===== src/rtl/hsid_pkg.sv =====
`default_nettype none

package hsid_pkg;

  localparam int word_width       = 32;                    // Bus word, two bands per word
  localparam int data_width       = 16;                    // One unsigned band sample
  localparam int data_width_acc   = 48;                    // Lane accumulator width
  localparam int hsi_bands        = 16;                    // Samples per vector
  localparam int hsi_bands_addr   = $clog2(hsi_bands);     // Shift for the mean
  localparam int hsi_words        = hsi_bands / 2;         // Bus words per vector
  localparam int word_cnt_w       = $clog2(hsi_words);     // Word counter width
  localparam int hsi_library_size = 16;                    // Library vectors
  localparam int lib_addr_w       = $clog2(hsi_library_size);
  localparam int count_w          = 8;                     // Result counter, wraps
  localparam int adr_w            = 5;                     // Byte address on the bus

  // Register map, byte addresses
  localparam logic [adr_w-1:0] reg_ref      = 5'h00;  // Library index, restarts vector
  localparam logic [adr_w-1:0] reg_pix      = 5'h04;  // Pixel word
  localparam logic [adr_w-1:0] reg_lib      = 5'h08;  // Library word, issues an element
  localparam logic [adr_w-1:0] reg_clear    = 5'h0C;  // Clears the result side
  localparam logic [adr_w-1:0] reg_best     = 5'h10;  // Smallest MSE
  localparam logic [adr_w-1:0] reg_best_ref = 5'h14;  // Index, found, count
  localparam logic [adr_w-1:0] reg_last_mse = 5'h18;  // Latest MSE

  // Field positions inside BEST_REF
  localparam int best_ref_found_bit = 8;
  localparam int best_ref_count_lsb = 16;

  typedef struct packed {
    logic                  cyc;
    logic                  stb;
    logic                  we;
    logic [adr_w-1:0]      adr;
    logic [word_width-1:0] dat;     // Write data
  } hsid_wb_req_t;

  typedef struct packed {
    logic                  first;   // Opens a new vector
    logic                  last;    // Closes the vector
    logic [lib_addr_w-1:0] ref_idx; // Library index of the vector
    logic [word_width-1:0] a;       // Pixel word
    logic [word_width-1:0] b;       // Library word
  } hsid_elem_t;

  typedef struct packed {
    logic [lib_addr_w-1:0] ref_idx;
    logic [word_width-1:0] value;
  } hsid_mse_t;

endpackage

`default_nettype wire


===== src/rtl/hsid_sq_df_acc.sv =====
`timescale 1ns/1ps
`default_nettype none

module hsid_sq_df_acc (
  input  logic                                clk,
  input  logic                                rst_n,
  input  logic                                data_in_valid,
  input  logic                                data_in_first,
  input  logic                                data_in_last,
  input  logic [hsid_pkg::lib_addr_w-1:0]     data_in_ref,
  input  logic [hsid_pkg::data_width-1:0]     data_in_a,
  input  logic [hsid_pkg::data_width-1:0]     data_in_b,
  output logic                                acc_valid,
  output logic [hsid_pkg::data_width_acc-1:0] acc_value,
  output logic                                acc_last,
  output logic [hsid_pkg::lib_addr_w-1:0]     acc_ref
);
  import hsid_pkg::*;

  logic                         diff_valid;
  logic                         diff_first;
  logic                         diff_last;
  logic [lib_addr_w-1:0]        diff_ref;
  logic signed [data_width:0]   diff_q;     // a - b, one extra bit for the sign
  logic signed [2*data_width+1:0] sq;       // Never negative
  logic [data_width_acc-1:0]    sq_ext;

  assign sq     = diff_q * diff_q;
  assign sq_ext = data_width_acc'(unsigned'(sq));

  always_ff @(posedge clk or negedge rst_n) begin
    if (!rst_n) begin
      diff_valid <= 1'b0;
      acc_valid  <= 1'b0;
    end else begin
      diff_valid <= data_in_valid;
      acc_valid  <= diff_valid;  // Two cycles from input to sum
    end
  end

  always_ff @(posedge clk) begin
    if (data_in_valid) begin  // Difference stage
      diff_q     <= $signed({1'b0, data_in_a}) - $signed({1'b0, data_in_b});
      diff_first <= data_in_first;
      diff_last  <= data_in_last;
      diff_ref   <= data_in_ref;
    end
    if (diff_valid) begin  // Square and accumulate stage
      acc_value <= diff_first ? sq_ext : acc_value + sq_ext;  // First element restarts the sum
      acc_last  <= diff_last;
      acc_ref   <= diff_ref;
    end
  end

endmodule

`default_nettype wire


===== src/rtl/hsid_mse.sv =====
`timescale 1ns/1ps
`default_nettype none

module hsid_mse (
  input  logic                 clk,
  input  logic                 rst_n,
  input  hsid_pkg::hsid_elem_t elem,
  input  logic                 elem_valid,
  output hsid_pkg::hsid_mse_t  mse,
  output logic                 mse_valid
);
  import hsid_pkg::*;

  hsid_elem_t              elem_q;       // Input register
  logic                    elem_q_valid;

  // Lane results
  logic                      lane0_valid;
  logic                      lane0_last;
  logic [lib_addr_w-1:0]     lane0_ref;
  logic [data_width_acc-1:0] lane0_value;
  logic [data_width_acc-1:0] lane1_value;

  // Lane sum stage
  logic                      sum_valid;
  logic [data_width_acc:0]   sum_value;  // One bit wider than a lane
  logic [lib_addr_w-1:0]     sum_ref;

  always_ff @(posedge clk or negedge rst_n) begin
    if (!rst_n) begin
      elem_q_valid <= 1'b0;
      sum_valid    <= 1'b0;
      mse_valid    <= 1'b0;
    end else begin
      elem_q_valid <= elem_valid;
      sum_valid    <= lane0_valid && lane0_last;  // Lanes run in lockstep
      mse_valid    <= sum_valid;
    end
  end

  always_ff @(posedge clk) begin
    if (elem_valid) begin
      elem_q <= elem;
    end
    if (lane0_valid && lane0_last) begin
      sum_value <= {1'b0, lane0_value} + {1'b0, lane1_value};
      sum_ref   <= lane0_ref;
    end
    if (sum_valid) begin
      mse.value   <= word_width'(sum_value >> hsi_bands_addr);  // Mean over all bands
      mse.ref_idx <= sum_ref;
    end
  end

  // Low halves of both words
  hsid_sq_df_acc lane0 (
    .clk           (clk),
    .rst_n         (rst_n),
    .data_in_valid (elem_q_valid),
    .data_in_first (elem_q.first),
    .data_in_last  (elem_q.last),
    .data_in_ref   (elem_q.ref_idx),
    .data_in_a     (elem_q.a[data_width-1:0]),
    .data_in_b     (elem_q.b[data_width-1:0]),
    .acc_valid     (lane0_valid),
    .acc_value     (lane0_value),
    .acc_last      (lane0_last),
    .acc_ref       (lane0_ref)
  );

  // High halves, control outputs follow lane0 and stay open
  hsid_sq_df_acc lane1 (
    .clk           (clk),
    .rst_n         (rst_n),
    .data_in_valid (elem_q_valid),
    .data_in_first (elem_q.first),
    .data_in_last  (elem_q.last),
    .data_in_ref   (elem_q.ref_idx),
    .data_in_a     (elem_q.a[word_width-1:data_width]),
    .data_in_b     (elem_q.b[word_width-1:data_width]),
    .acc_valid     (),
    .acc_value     (lane1_value),
    .acc_last      (),
    .acc_ref       ()
  );

endmodule

`default_nettype wire


===== src/rtl/hsid_best_match.sv =====
`timescale 1ns/1ps
`default_nettype none

module hsid_best_match (
  input  logic                            clk,
  input  logic                            rst_n,
  input  logic                            clear,
  input  hsid_pkg::hsid_mse_t             mse,
  input  logic                            mse_valid,
  output hsid_pkg::hsid_mse_t             best,
  output logic                            best_found,
  output logic [hsid_pkg::count_w-1:0]    result_count,
  output logic [hsid_pkg::word_width-1:0] last_mse
);
  import hsid_pkg::*;

  logic better;  // Result beats the stored best

  assign better = !best_found || (mse.value < best.value);  // Ties keep the earlier one

  always_ff @(posedge clk or negedge rst_n) begin
    if (!rst_n) begin
      best         <= '0;
      best_found   <= 1'b0;
      result_count <= '0;
      last_mse     <= '0;
    end else if (clear) begin  // Wins over a result in the same cycle
      best         <= '0;
      best_found   <= 1'b0;
      result_count <= '0;
      last_mse     <= '0;
    end else if (mse_valid) begin
      result_count <= result_count + 1'b1;  // Wraps
      last_mse     <= mse.value;
      if (better) begin
        best       <= mse;
        best_found <= 1'b1;
      end
    end
  end

endmodule

`default_nettype wire


===== src/rtl/hsid_wb_slave.sv =====
`timescale 1ns/1ps
`default_nettype none

module hsid_wb_slave (
  input  logic                            clk,
  input  logic                            rst_n,
  input  hsid_pkg::hsid_wb_req_t          wb_req,
  output logic [hsid_pkg::word_width-1:0] wb_dat_r,
  output logic                            wb_ack,
  output hsid_pkg::hsid_elem_t            elem,
  output logic                            elem_valid,
  output logic                            clear,
  input  hsid_pkg::hsid_mse_t             best,
  input  logic                            best_found,
  input  logic [hsid_pkg::count_w-1:0]    result_count,
  input  logic [hsid_pkg::word_width-1:0] last_mse
);
  import hsid_pkg::*;

  logic                  req_on;    // Master has a cycle open
  logic                  ack_hold;  // Acked, waiting for stb to drop
  logic                  wr_en;     // Write takes effect this cycle
  logic [lib_addr_w-1:0] ref_q;     // Library index of the vector in progress
  logic [word_width-1:0] pix_q;     // Pixel word paired with the next LIB write
  logic [word_cnt_w-1:0] word_cnt;  // Position inside the vector

  assign req_on = wb_req.cyc && wb_req.stb;
  assign wr_en  = wb_ack && wb_req.we;  // Request is held, so decode in the ack cycle

  // Single-cycle ack, one per strobe
  always_ff @(posedge clk or negedge rst_n) begin
    if (!rst_n) begin
      wb_ack   <= 1'b0;
      ack_hold <= 1'b0;
    end else begin
      wb_ack   <= req_on && !wb_ack && !ack_hold;
      ack_hold <= req_on && (ack_hold || wb_ack);  // Released once stb drops
    end
  end

  // Word counter sets first and last of each element
  always_ff @(posedge clk or negedge rst_n) begin
    if (!rst_n) begin
      word_cnt <= '0;
    end else if (wr_en && wb_req.adr == reg_ref) begin
      word_cnt <= '0;  // New vector, anything half written is dropped
    end else if (elem_valid) begin
      if (word_cnt == word_cnt_w'(hsi_words - 1)) begin
        word_cnt <= '0;
      end else begin
        word_cnt <= word_cnt + 1'b1;
      end
    end
  end

  // Host data registers
  always_ff @(posedge clk) begin
    if (wr_en && wb_req.adr == reg_ref) begin
      ref_q <= wb_req.dat[lib_addr_w-1:0];
    end
    if (wr_en && wb_req.adr == reg_pix) begin
      pix_q <= wb_req.dat;
    end
  end

  // Element straight from the held write data
  always_comb begin
    elem.first   = (word_cnt == '0);
    elem.last    = (word_cnt == word_cnt_w'(hsi_words - 1));
    elem.ref_idx = ref_q;
    elem.a       = pix_q;
    elem.b       = wb_req.dat;
  end

  assign elem_valid = wr_en && (wb_req.adr == reg_lib);
  assign clear      = wr_en && (wb_req.adr == reg_clear);

  // Read mux, sampled by the master in the ack cycle
  always_comb begin
    wb_dat_r = '0;  // Write-only and unmapped addresses read 0
    case (wb_req.adr)
      reg_best: begin
        wb_dat_r = best.value;
      end
      reg_best_ref: begin
        wb_dat_r[lib_addr_w-1:0]                 = best.ref_idx;
        wb_dat_r[best_ref_found_bit]             = best_found;
        wb_dat_r[best_ref_count_lsb +: count_w]  = result_count;
      end
      reg_last_mse: begin
        wb_dat_r = last_mse;
      end
      default: begin
        wb_dat_r = '0;
      end
    endcase
  end

endmodule

`default_nettype wire


===== src/rtl/hsid_top.sv =====
`timescale 1ns/1ps
`default_nettype none

module hsid_top (
  input  logic                            clk,
  input  logic                            rst_n,
  input  hsid_pkg::hsid_wb_req_t          wb_req,
  output logic [hsid_pkg::word_width-1:0] wb_dat_r,
  output logic                            wb_ack
);
  import hsid_pkg::*;

  hsid_elem_t            elem;          // Slave to MSE pipeline
  logic                  elem_valid;
  hsid_mse_t             mse;           // MSE pipeline to tracker
  logic                  mse_valid;
  logic                  clear;
  hsid_mse_t             best;          // Tracker back to the slave
  logic                  best_found;
  logic [count_w-1:0]    result_count;
  logic [word_width-1:0] last_mse;

  hsid_wb_slave u_slave (
    .clk          (clk),
    .rst_n        (rst_n),
    .wb_req       (wb_req),
    .wb_dat_r     (wb_dat_r),
    .wb_ack       (wb_ack),
    .elem         (elem),
    .elem_valid   (elem_valid),
    .clear        (clear),
    .best         (best),
    .best_found   (best_found),
    .result_count (result_count),
    .last_mse     (last_mse)
  );

  hsid_mse u_mse (
    .clk        (clk),
    .rst_n      (rst_n),
    .elem       (elem),
    .elem_valid (elem_valid),
    .mse        (mse),
    .mse_valid  (mse_valid)
  );

  hsid_best_match u_best (
    .clk          (clk),
    .rst_n        (rst_n),
    .clear        (clear),
    .mse          (mse),
    .mse_valid    (mse_valid),
    .best         (best),
    .best_found   (best_found),
    .result_count (result_count),
    .last_mse     (last_mse)
  );

endmodule

`default_nettype wire


===== config.mk =====
export PLATFORM = sky130hd
export DESIGN_NAME = hsid_top
export DESIGN_NICKNAME = d
export VERILOG_FILES = /design/src/rtl/hsid_pkg.sv /design/src/rtl/hsid_sq_df_acc.sv /design/src/rtl/hsid_mse.sv /design/src/rtl/hsid_best_match.sv /design/src/rtl/hsid_wb_slave.sv /design/src/rtl/hsid_top.sv
export SDC_FILE = /design/constraint.sdc
export NUM_CORES = 2
export LEC_CHECK = 0
export ABC_AREA = 0
export ABC_CLOCK_PERIOD_IN_PS = 9000
export BUFFER_PORTS_ARGS = -buffer_cell sky130_fd_sc_hd__buf_2
export CAP_MARGIN = 15
export CORE_AREA = 10 10 261 263
export CTS_CLUSTER_SIZE = 24
export DETAILED_ROUTE_END_ITERATION = 8
export DIE_AREA = 0 0 271 273
export GPL_ROUTABILITY_DRIVEN = 0
export GPL_TIMING_DRIVEN = 0
export PLACE_DENSITY = 0.82
export SLEW_MARGIN = 15
export SYNTH_ARGS = -nofsm -noshare
export SYNTH_HDL_FRONTEND = slang
export SYNTH_SLANG_ARGS = --single-unit
export TNS_END_PERCENT = 10

===== constraint.sdc =====
create_clock -name clk -period 9 [get_ports clk]
set_input_delay 1.35 -clock clk [delete_from_list [all_inputs] [get_ports clk]]
set_output_delay 1.35 -clock clk [all_outputs]
set_load 0.005 [all_outputs]

# Word-level counts from Yosys, hierarchy flattened
# Index checks and enable logic that the tools add are counted.
word_totals:
  regBits: 410
  latchBits: 0
  mem_bits_rw: 0
  mem_bits_ro: 0
  wordCells: 94
  n_memories: 0
classes:
  n_addsub: 7
  multipliers: 2
  n_div: 0
  magnitude_cmp: 1
  n_eq_ne: 7
  n_shift: 0
  muxes: 21
  bitwise_logic: 0
  n_reduce_logical: 21
ops:
  columns: ["cell", "n"]
  rows:
  - ["two-way mux 36 bit", 3]
  - ["adder 48 x 34 -> 48 bit", 2]
  - ["multiplier 17 x 17 -> 34 bit", 2]
  - ["two-way mux 34 bit", 2]
  - ["two-way mux 32 bit", 2]
  - ["adder 36 bit", 1]
  - ["subtractor 16 x 16 -> 17 bit", 2]
  - ["less-than comparator 32 bit", 1]
  - ["one-hot mux 8 bit (3 select lines)", 1]
  - ["two-way mux 8 bit", 2]
  - ["one-hot mux 8 bit (2 select lines)", 1]
  - ["equality test 5 bit, second input constant", 3]
  - ["one-hot mux 7 bit (2 select lines)", 1]
  - ["one-hot mux 4 bit (3 select lines)", 1]
  - ["equality test 5 x 4 -> 1 bit, second input constant", 2]
  - ["logical AND 1 bit", 10]
  - ["two-way mux 3 bit", 3]
  - ["adder 8 x 1 -> 8 bit, second input constant", 1]
  - ["one-hot mux 4 bit (2 select lines)", 1]
  - ["nonzero test 2 bit", 3]
  - ["equality test 5 x 3 -> 1 bit, second input constant", 1]
  - ["zero test 5 bit", 1]
  - ["adder 3 x 1 -> 3 bit, second input constant", 1]
  - ["equality test 3 bit, second input constant", 1]
  - ["6 further kinds", 11]

# Logic depth before layout (Yosys ltp)
depth:
  depth_word: 5
  mapped_depth: 35

# Modules after synthesis
# From an unflattened synthesis, not the netlist that was laid out.
unflattened:
  hier_cells: 4260
  area_unflattened_um2: 43354.1
modules_own_cells:
  columns: ["mod", "instances", "cells_each", "area_each_um2", "seq_area_each_um2"]
  rows:
  - ["hsid_sq_df_acc (u_mse.lane1)", 1, 1638, 15437.3, 2332.2]
  - ["hsid_sq_df_acc (u_mse.lane0)", 1, 1634, 15432.3, 2332.2]
  - ["hsid_mse", 1, 383, 6058.3, 4339.2]
  - ["hsid_best_match", 1, 449, 4300.4, 1926.8]
  - ["hsid_wb_slave", 1, 156, 2125.8, 1206.2]

# Worst setup path before layout
# No wires, ideal clock.
synth_path:
  kind: "register to register"
  start: "register u_mse.lane0.diff_q[2]"
  end: "register u_mse.lane0.acc_value[31] (netlist bit), data pin"
  arrival_ps: 7577
  t_required_ps: 8740
  setup_slack_ps: 1163
  path_stages_with_launch: 33
  synth_period_minus_slack_ps: 7837
  cell_sequence: "edfxtp_1 clkbuf_1 clkbuf_1 nand2_1 inv_1 fa_1 inv_1 fa_1 fa_1 inv_1 fa_1 fa_1 inv_1 fa_1 inv_1 ha_1 and4_1 a211o_1 a21o_1 o2111ai_1 o21a_1 o21ai_0 xor2_1 ha_1 a21o_1 a21o_1 a21oi_1 o21ai_0 or3_1 o21ai_2 o21ai_2 xor2_1 mux2_2"
synth_between:
  elab_chain_len: 3
synth_lines:
  columns: ["element", "line_no", "text"]
  rows:
  - ["start: declaration", "hsid_sq_df_acc.sv:24", "logic signed [data_width:0] diff_q;"]
  - ["start signal: assignment", "hsid_sq_df_acc.sv:43", "diff_q <= $signed({1'b0, data_in_a}) - $signed({1'b0, data_in_b});"]
  - ["multiplier 17 x 17 -> 34 bit (*)", "hsid_sq_df_acc.sv:28", "assign sq = diff_q * diff_q;"]
  - ["adder 48 x 34 -> 48 bit", "hsid_sq_df_acc.sv:49", "acc_value <= diff_first ? sq_ext : acc_value + sq_ext;"]
  - ["two-way mux 34 bit (*)", "hsid_sq_df_acc.sv:49", null]
  - ["end signal: assignment", "hsid_sq_df_acc.sv:49", null]
  - ["end: declaration", "hsid_sq_df_acc.sv:14", "output logic [hsid_pkg::data_width_acc-1:0] acc_value,"]
# Every way passes the cells marked *; elsewhere a longest branch is shown, timed or not.
# A chain may end at the register's enable or synchronous reset.

# Worst setup path after layout
layout_path:
  start: "register u_mse.lane0.diff_q[12]"
  end: "register u_mse.lane0.acc_value[31] (netlist bit), data pin"
# The elaborated chain is that of the path after synthesis.

==> flow_metrics.py <==
metrics = {
    "setup_path": {
        "end_kind": "flop",
        "cp_slowest_cell": "edfxtp_1",
        "worstRegToRegCells": 31,
        "crit_type": "reg2reg",
        "worstReg2RegStart": "u_mse.lane0.diff_q[12]",
        "cp_max_fo": 10,
        "slowest_delay_ns": 0.56,
        "cp-start-kind": "flop",
        "worst_path_most_repeated_cell": "fa_1",
        "rr_endpoint": "u_mse.lane0.acc_value[31]",
        "crit_end": "u_mse.lane0.acc_value[31]",
        "cp-startpoint": "u_mse.lane0.diff_q[12]",
        "required_ns": 9.31,
        "cp.arrival_ns": 8.97,
        "rrSetupSlack_ns": 0.34,
    },
    "logic_synthesis": {
        "seq_area_frac_synth_pct": 27.2,
        "synthMuxAreaShare_pct": 2.20,
        "yosys.area_share.simple_pct": 10.4,
        "synth_top_family_by_area": "adder cells",
        "ys_ff_latch": 382,
        "synth_xor_area_share_pct": 4.17,
        "async_flop_share_pct": 22.8,
        "yosysTopAreaCell": "fa_1",
        "syn-num-nets": 4912,
        "syn_area_sq_mm": 0.0405,
        "ys_warn_count": 0,
        "postSynthAreaPerCell_sq_um": 10.2,
        "synth_compound_area_share_pct": 10.2,
        "synth.area.top_cells": "fa_1 (27%), edfxtp_1 (22%), ha_1 (11%)",
        "synthAdderAreaFrac_pct": 37.5,
        "ys_top_cells_by_count": "inv_1 (792), fa_1 (542), ha_1 (349), edfxtp_1 (295), nand2_1 (292)",
        "synth.most_common_cell": "inv_1",
        "yosysTopAreaCellShare_pct": 26.8,
        "synthFlopType": "edfxtp_1",
        "synthCells": 3979,
        "post_synth_num_cell_types": 86,
        "synth_edf_count": 295,
    },
    "floorplanning": {
        "die_w_um": 271,
        "die-area_sq_mm": 0.0740,
        "start_util_pct": 64.6,
        "die_h_um": 273,
        "rows": 92,
        "fp.coreArea_sq_mm": 0.0627,
        "pin_count": 75,
    },
    "flow_run": {
        "maxCapViolCount": 0,
    },
    "power_and_ir_drop": {
        "power.leakage_nw": 20.7,
        "power.total_mw": 5.01,
        "power.density_mw_per_mm2": 114,
        "ir_worst_vdd_v": 0.000225,
    },
    "clocking": {
        "cts_sinks": 382,
        "cts_tree": "yes",
        "cts.reportedPaths.clkPinSlew_ns": 0.06,
        "insertion_delay_ns": 0.58,
        "hold_buffers": 0,
        "clk_path_buf_depth": 3,
        "h-tree-depth": 2,
        "cts_buffers": 40,
        "root_buffer": "clkbuf_16",
    },
    "cells_and_area": {
        "fin_cells": 5003,
        "drive_gt1_share_pct": 6.26,
        "syn2layout_area_growth_pct": 7.92,
        "nets": 5052,
    },
    "grt": {
        "gr-total-overflow": 0,
        "grt_pass1_vias": 30200,
        "grt_usage_pct": 25.5,
        "grt_max_degree": 61,
        "antenna_found_initial": 4,
        "grt_first_pass_wirelength_mm": 152,
    },
    "routing": {
        "vias": 28900,
        "ant_nets": 0,
        "first_iter_violations": 2175,
        "via_per_inst": 5.78,
        "wl_per_cell_um": 18.6,
        "routed_wl_mm": 92.9,
        "drc": 0,
        "dr.pass1.iters": 8,
    },
    "timing": {
        "setup_violations": 0,
        "hold_viol": 0,
        "fmax_ghz": 0.115,
        "fin_worst_skew_ns": 0.0291,
        "period_share_pct": 96.2,
        "slew_headroom_pct": 32.0,
        "timing.final.ws_setup_ns": 0.339,
        "fin_crit_ns": 8.66,
        "worst_pin_slew_ns": 1.02,
        "slew_viol_final": 0,
        "rsz0062_at_grt": "true",
    },
    "hold_path": {
        "min_path_type": "reg2reg",
    },
    "placed_design": {
        "dp_hpwl_mm": 74.3,
        "io_buffers": 73,
        "dp.cells": 4904,
        "pre_cts_ws_ns": -0.396,
    },
    "status": {
        "status": "complete, no violations",
    },
}
## metrics by stage
step / instance area, sq um / utilization, % / hold WS, ns / setup TNS, ns
6_report: 43700 / 69.7 / 0.416 / 0
5_1_grt: 43700 / 69.7 / 0.420 / -0.0499
4_1_cts: 43500 / 69.3 / 0.419 / 0
3_5_place_dp: 42100 / 67.1 / 0.405 / -3.60
3_3_place_gp: 42000 / 66.9 / 0.400 / -1.69
2_1_floorplan: 40500 / - / 0.400 / 0
## per-layer routing
metal	vias up	track usage, %	part of all wire [%]
met4	4	9.61	3.4
li1	13300	-	-
met3	223	5.35	8.5
met5	-	0	0.029
met2	1132	42.9	48
met1	14300	32.2	40
## flip-flops by register name, summed over array words and instances, names as in the netlist, 17 cells and up
signal                 flops
u_mse.lane1.diff_q        17
u_mse.elem_q              70
u_mse.lane0.diff_q        17
u_slave.pix_q             32
u_best.last_mse           32
u_best.best               36
u_mse.sum_value           32
u_mse.lane0.acc_value     36
u_mse.lane1.acc_value     36
u_mse.mse                 36
## kinds of logic after synthesis
family / count (synthesis)
adders and majority gates: 891
muxes: 87
buffers and inverters: 896
AOI/OAI and AO/OA: 645
xor gates and xnor gates: 193
and+or+nand+nor: 885
DFF: 382
## worst min-delay path by stage
stage,from,endpoint,slack (ns),cells after the start
floorplan,u_slave.pix_q[0],u_mse.elem_q[32],0.40,0
global placement,u_slave.pix_q[30],u_mse.elem_q[62],0.40,0
detailed placement,u_slave.pix_q[17],u_mse.elem_q[49],0.40,0
CTS,u_mse.lane0.acc_ref[3],u_mse.sum_ref[3],0.42,0
global route,u_mse.elem_q[64],u_mse.lane0.diff_ref[0],0.42,0
finish,u_mse.sum_value[33],u_mse.mse[29],0.42,0
## worst max-delay path: cells and delay by family (launching register included)
family / cells / cell delay, ns
adders and majority gates: 8 / 3.77
AOI/OAI and AO/OA: 11 / 2.05
and+or+nand+nor: 3 / 0.74
buffers and inverters: 6 / 0.57
DFF: 1 / 0.56
xor gates and xnor gates: 2 / 0.41
muxes: 1 / 0.26
## area by class of cell
type	count	area [sq um]
fill	4505	19000
antenna	6	15.0
tap	846	1060
buffer	99	422
clock inverter	25	293
inverter	793	2980
sequential	382	11000
multi-input combinational	2701	26200
timing repair buffer	102	693
clock buffer	49	1030
## report_power, final
| part | switching [mW] | internal [mW] |
|---|---|---|
| sequential | 0.0435 | 1.97 |
| clock | 0.728 | 0.977 |
| combinational | 0.727 | 0.562 |
| total | 1.50 | 3.51 |
## repair_timing
| action | 4_1_cts | 5_1_grt |
|---|---|---|
| gates resized for setup | 12 | 62 |
| buffers inserted | 1 | 22 |
| endpoints found under the setup margin | 22 | 23 |
| pin swaps | 0 | 2 |
## cells in the final DEF (no fill, tap or decap), types with 11 or more instances in the layout
cell type	Yosys	routed
buf_1	14	15
fa_1	542	541
mux2i_1	69	69
a21oi_1	194	193
inv_1	792	792
ha_1	349	349
nor2b_1	46	46
clkbuf_16	0	40
xnor2_1	127	127
o21a_1	25	25
clkbuf_2	0	19
and3_1	21	20
or3_1	18	18
o21bai_1	15	15
a31oi_1	23	23
edfxtp_1	295	295
nand3_1	65	65
clkbuf_1	88	65
mux2_2	18	18
o211ai_1	11	11
buf_2	1	75
dfrtp_1	87	84
nor3_1	35	34
and2_1	99	98
xor2_1	66	66
o31ai_1	17	15
a211oi_1	18	17
nand2_1	292	292
a21o_1	92	92
nand2b_1	30	30
nand4_1	22	22
nor2_1	218	217
o21ai_0	146	144
buf_4	0	23
a211o_1	11	11
Note: power is estimated with default switching activity, not from simulation.
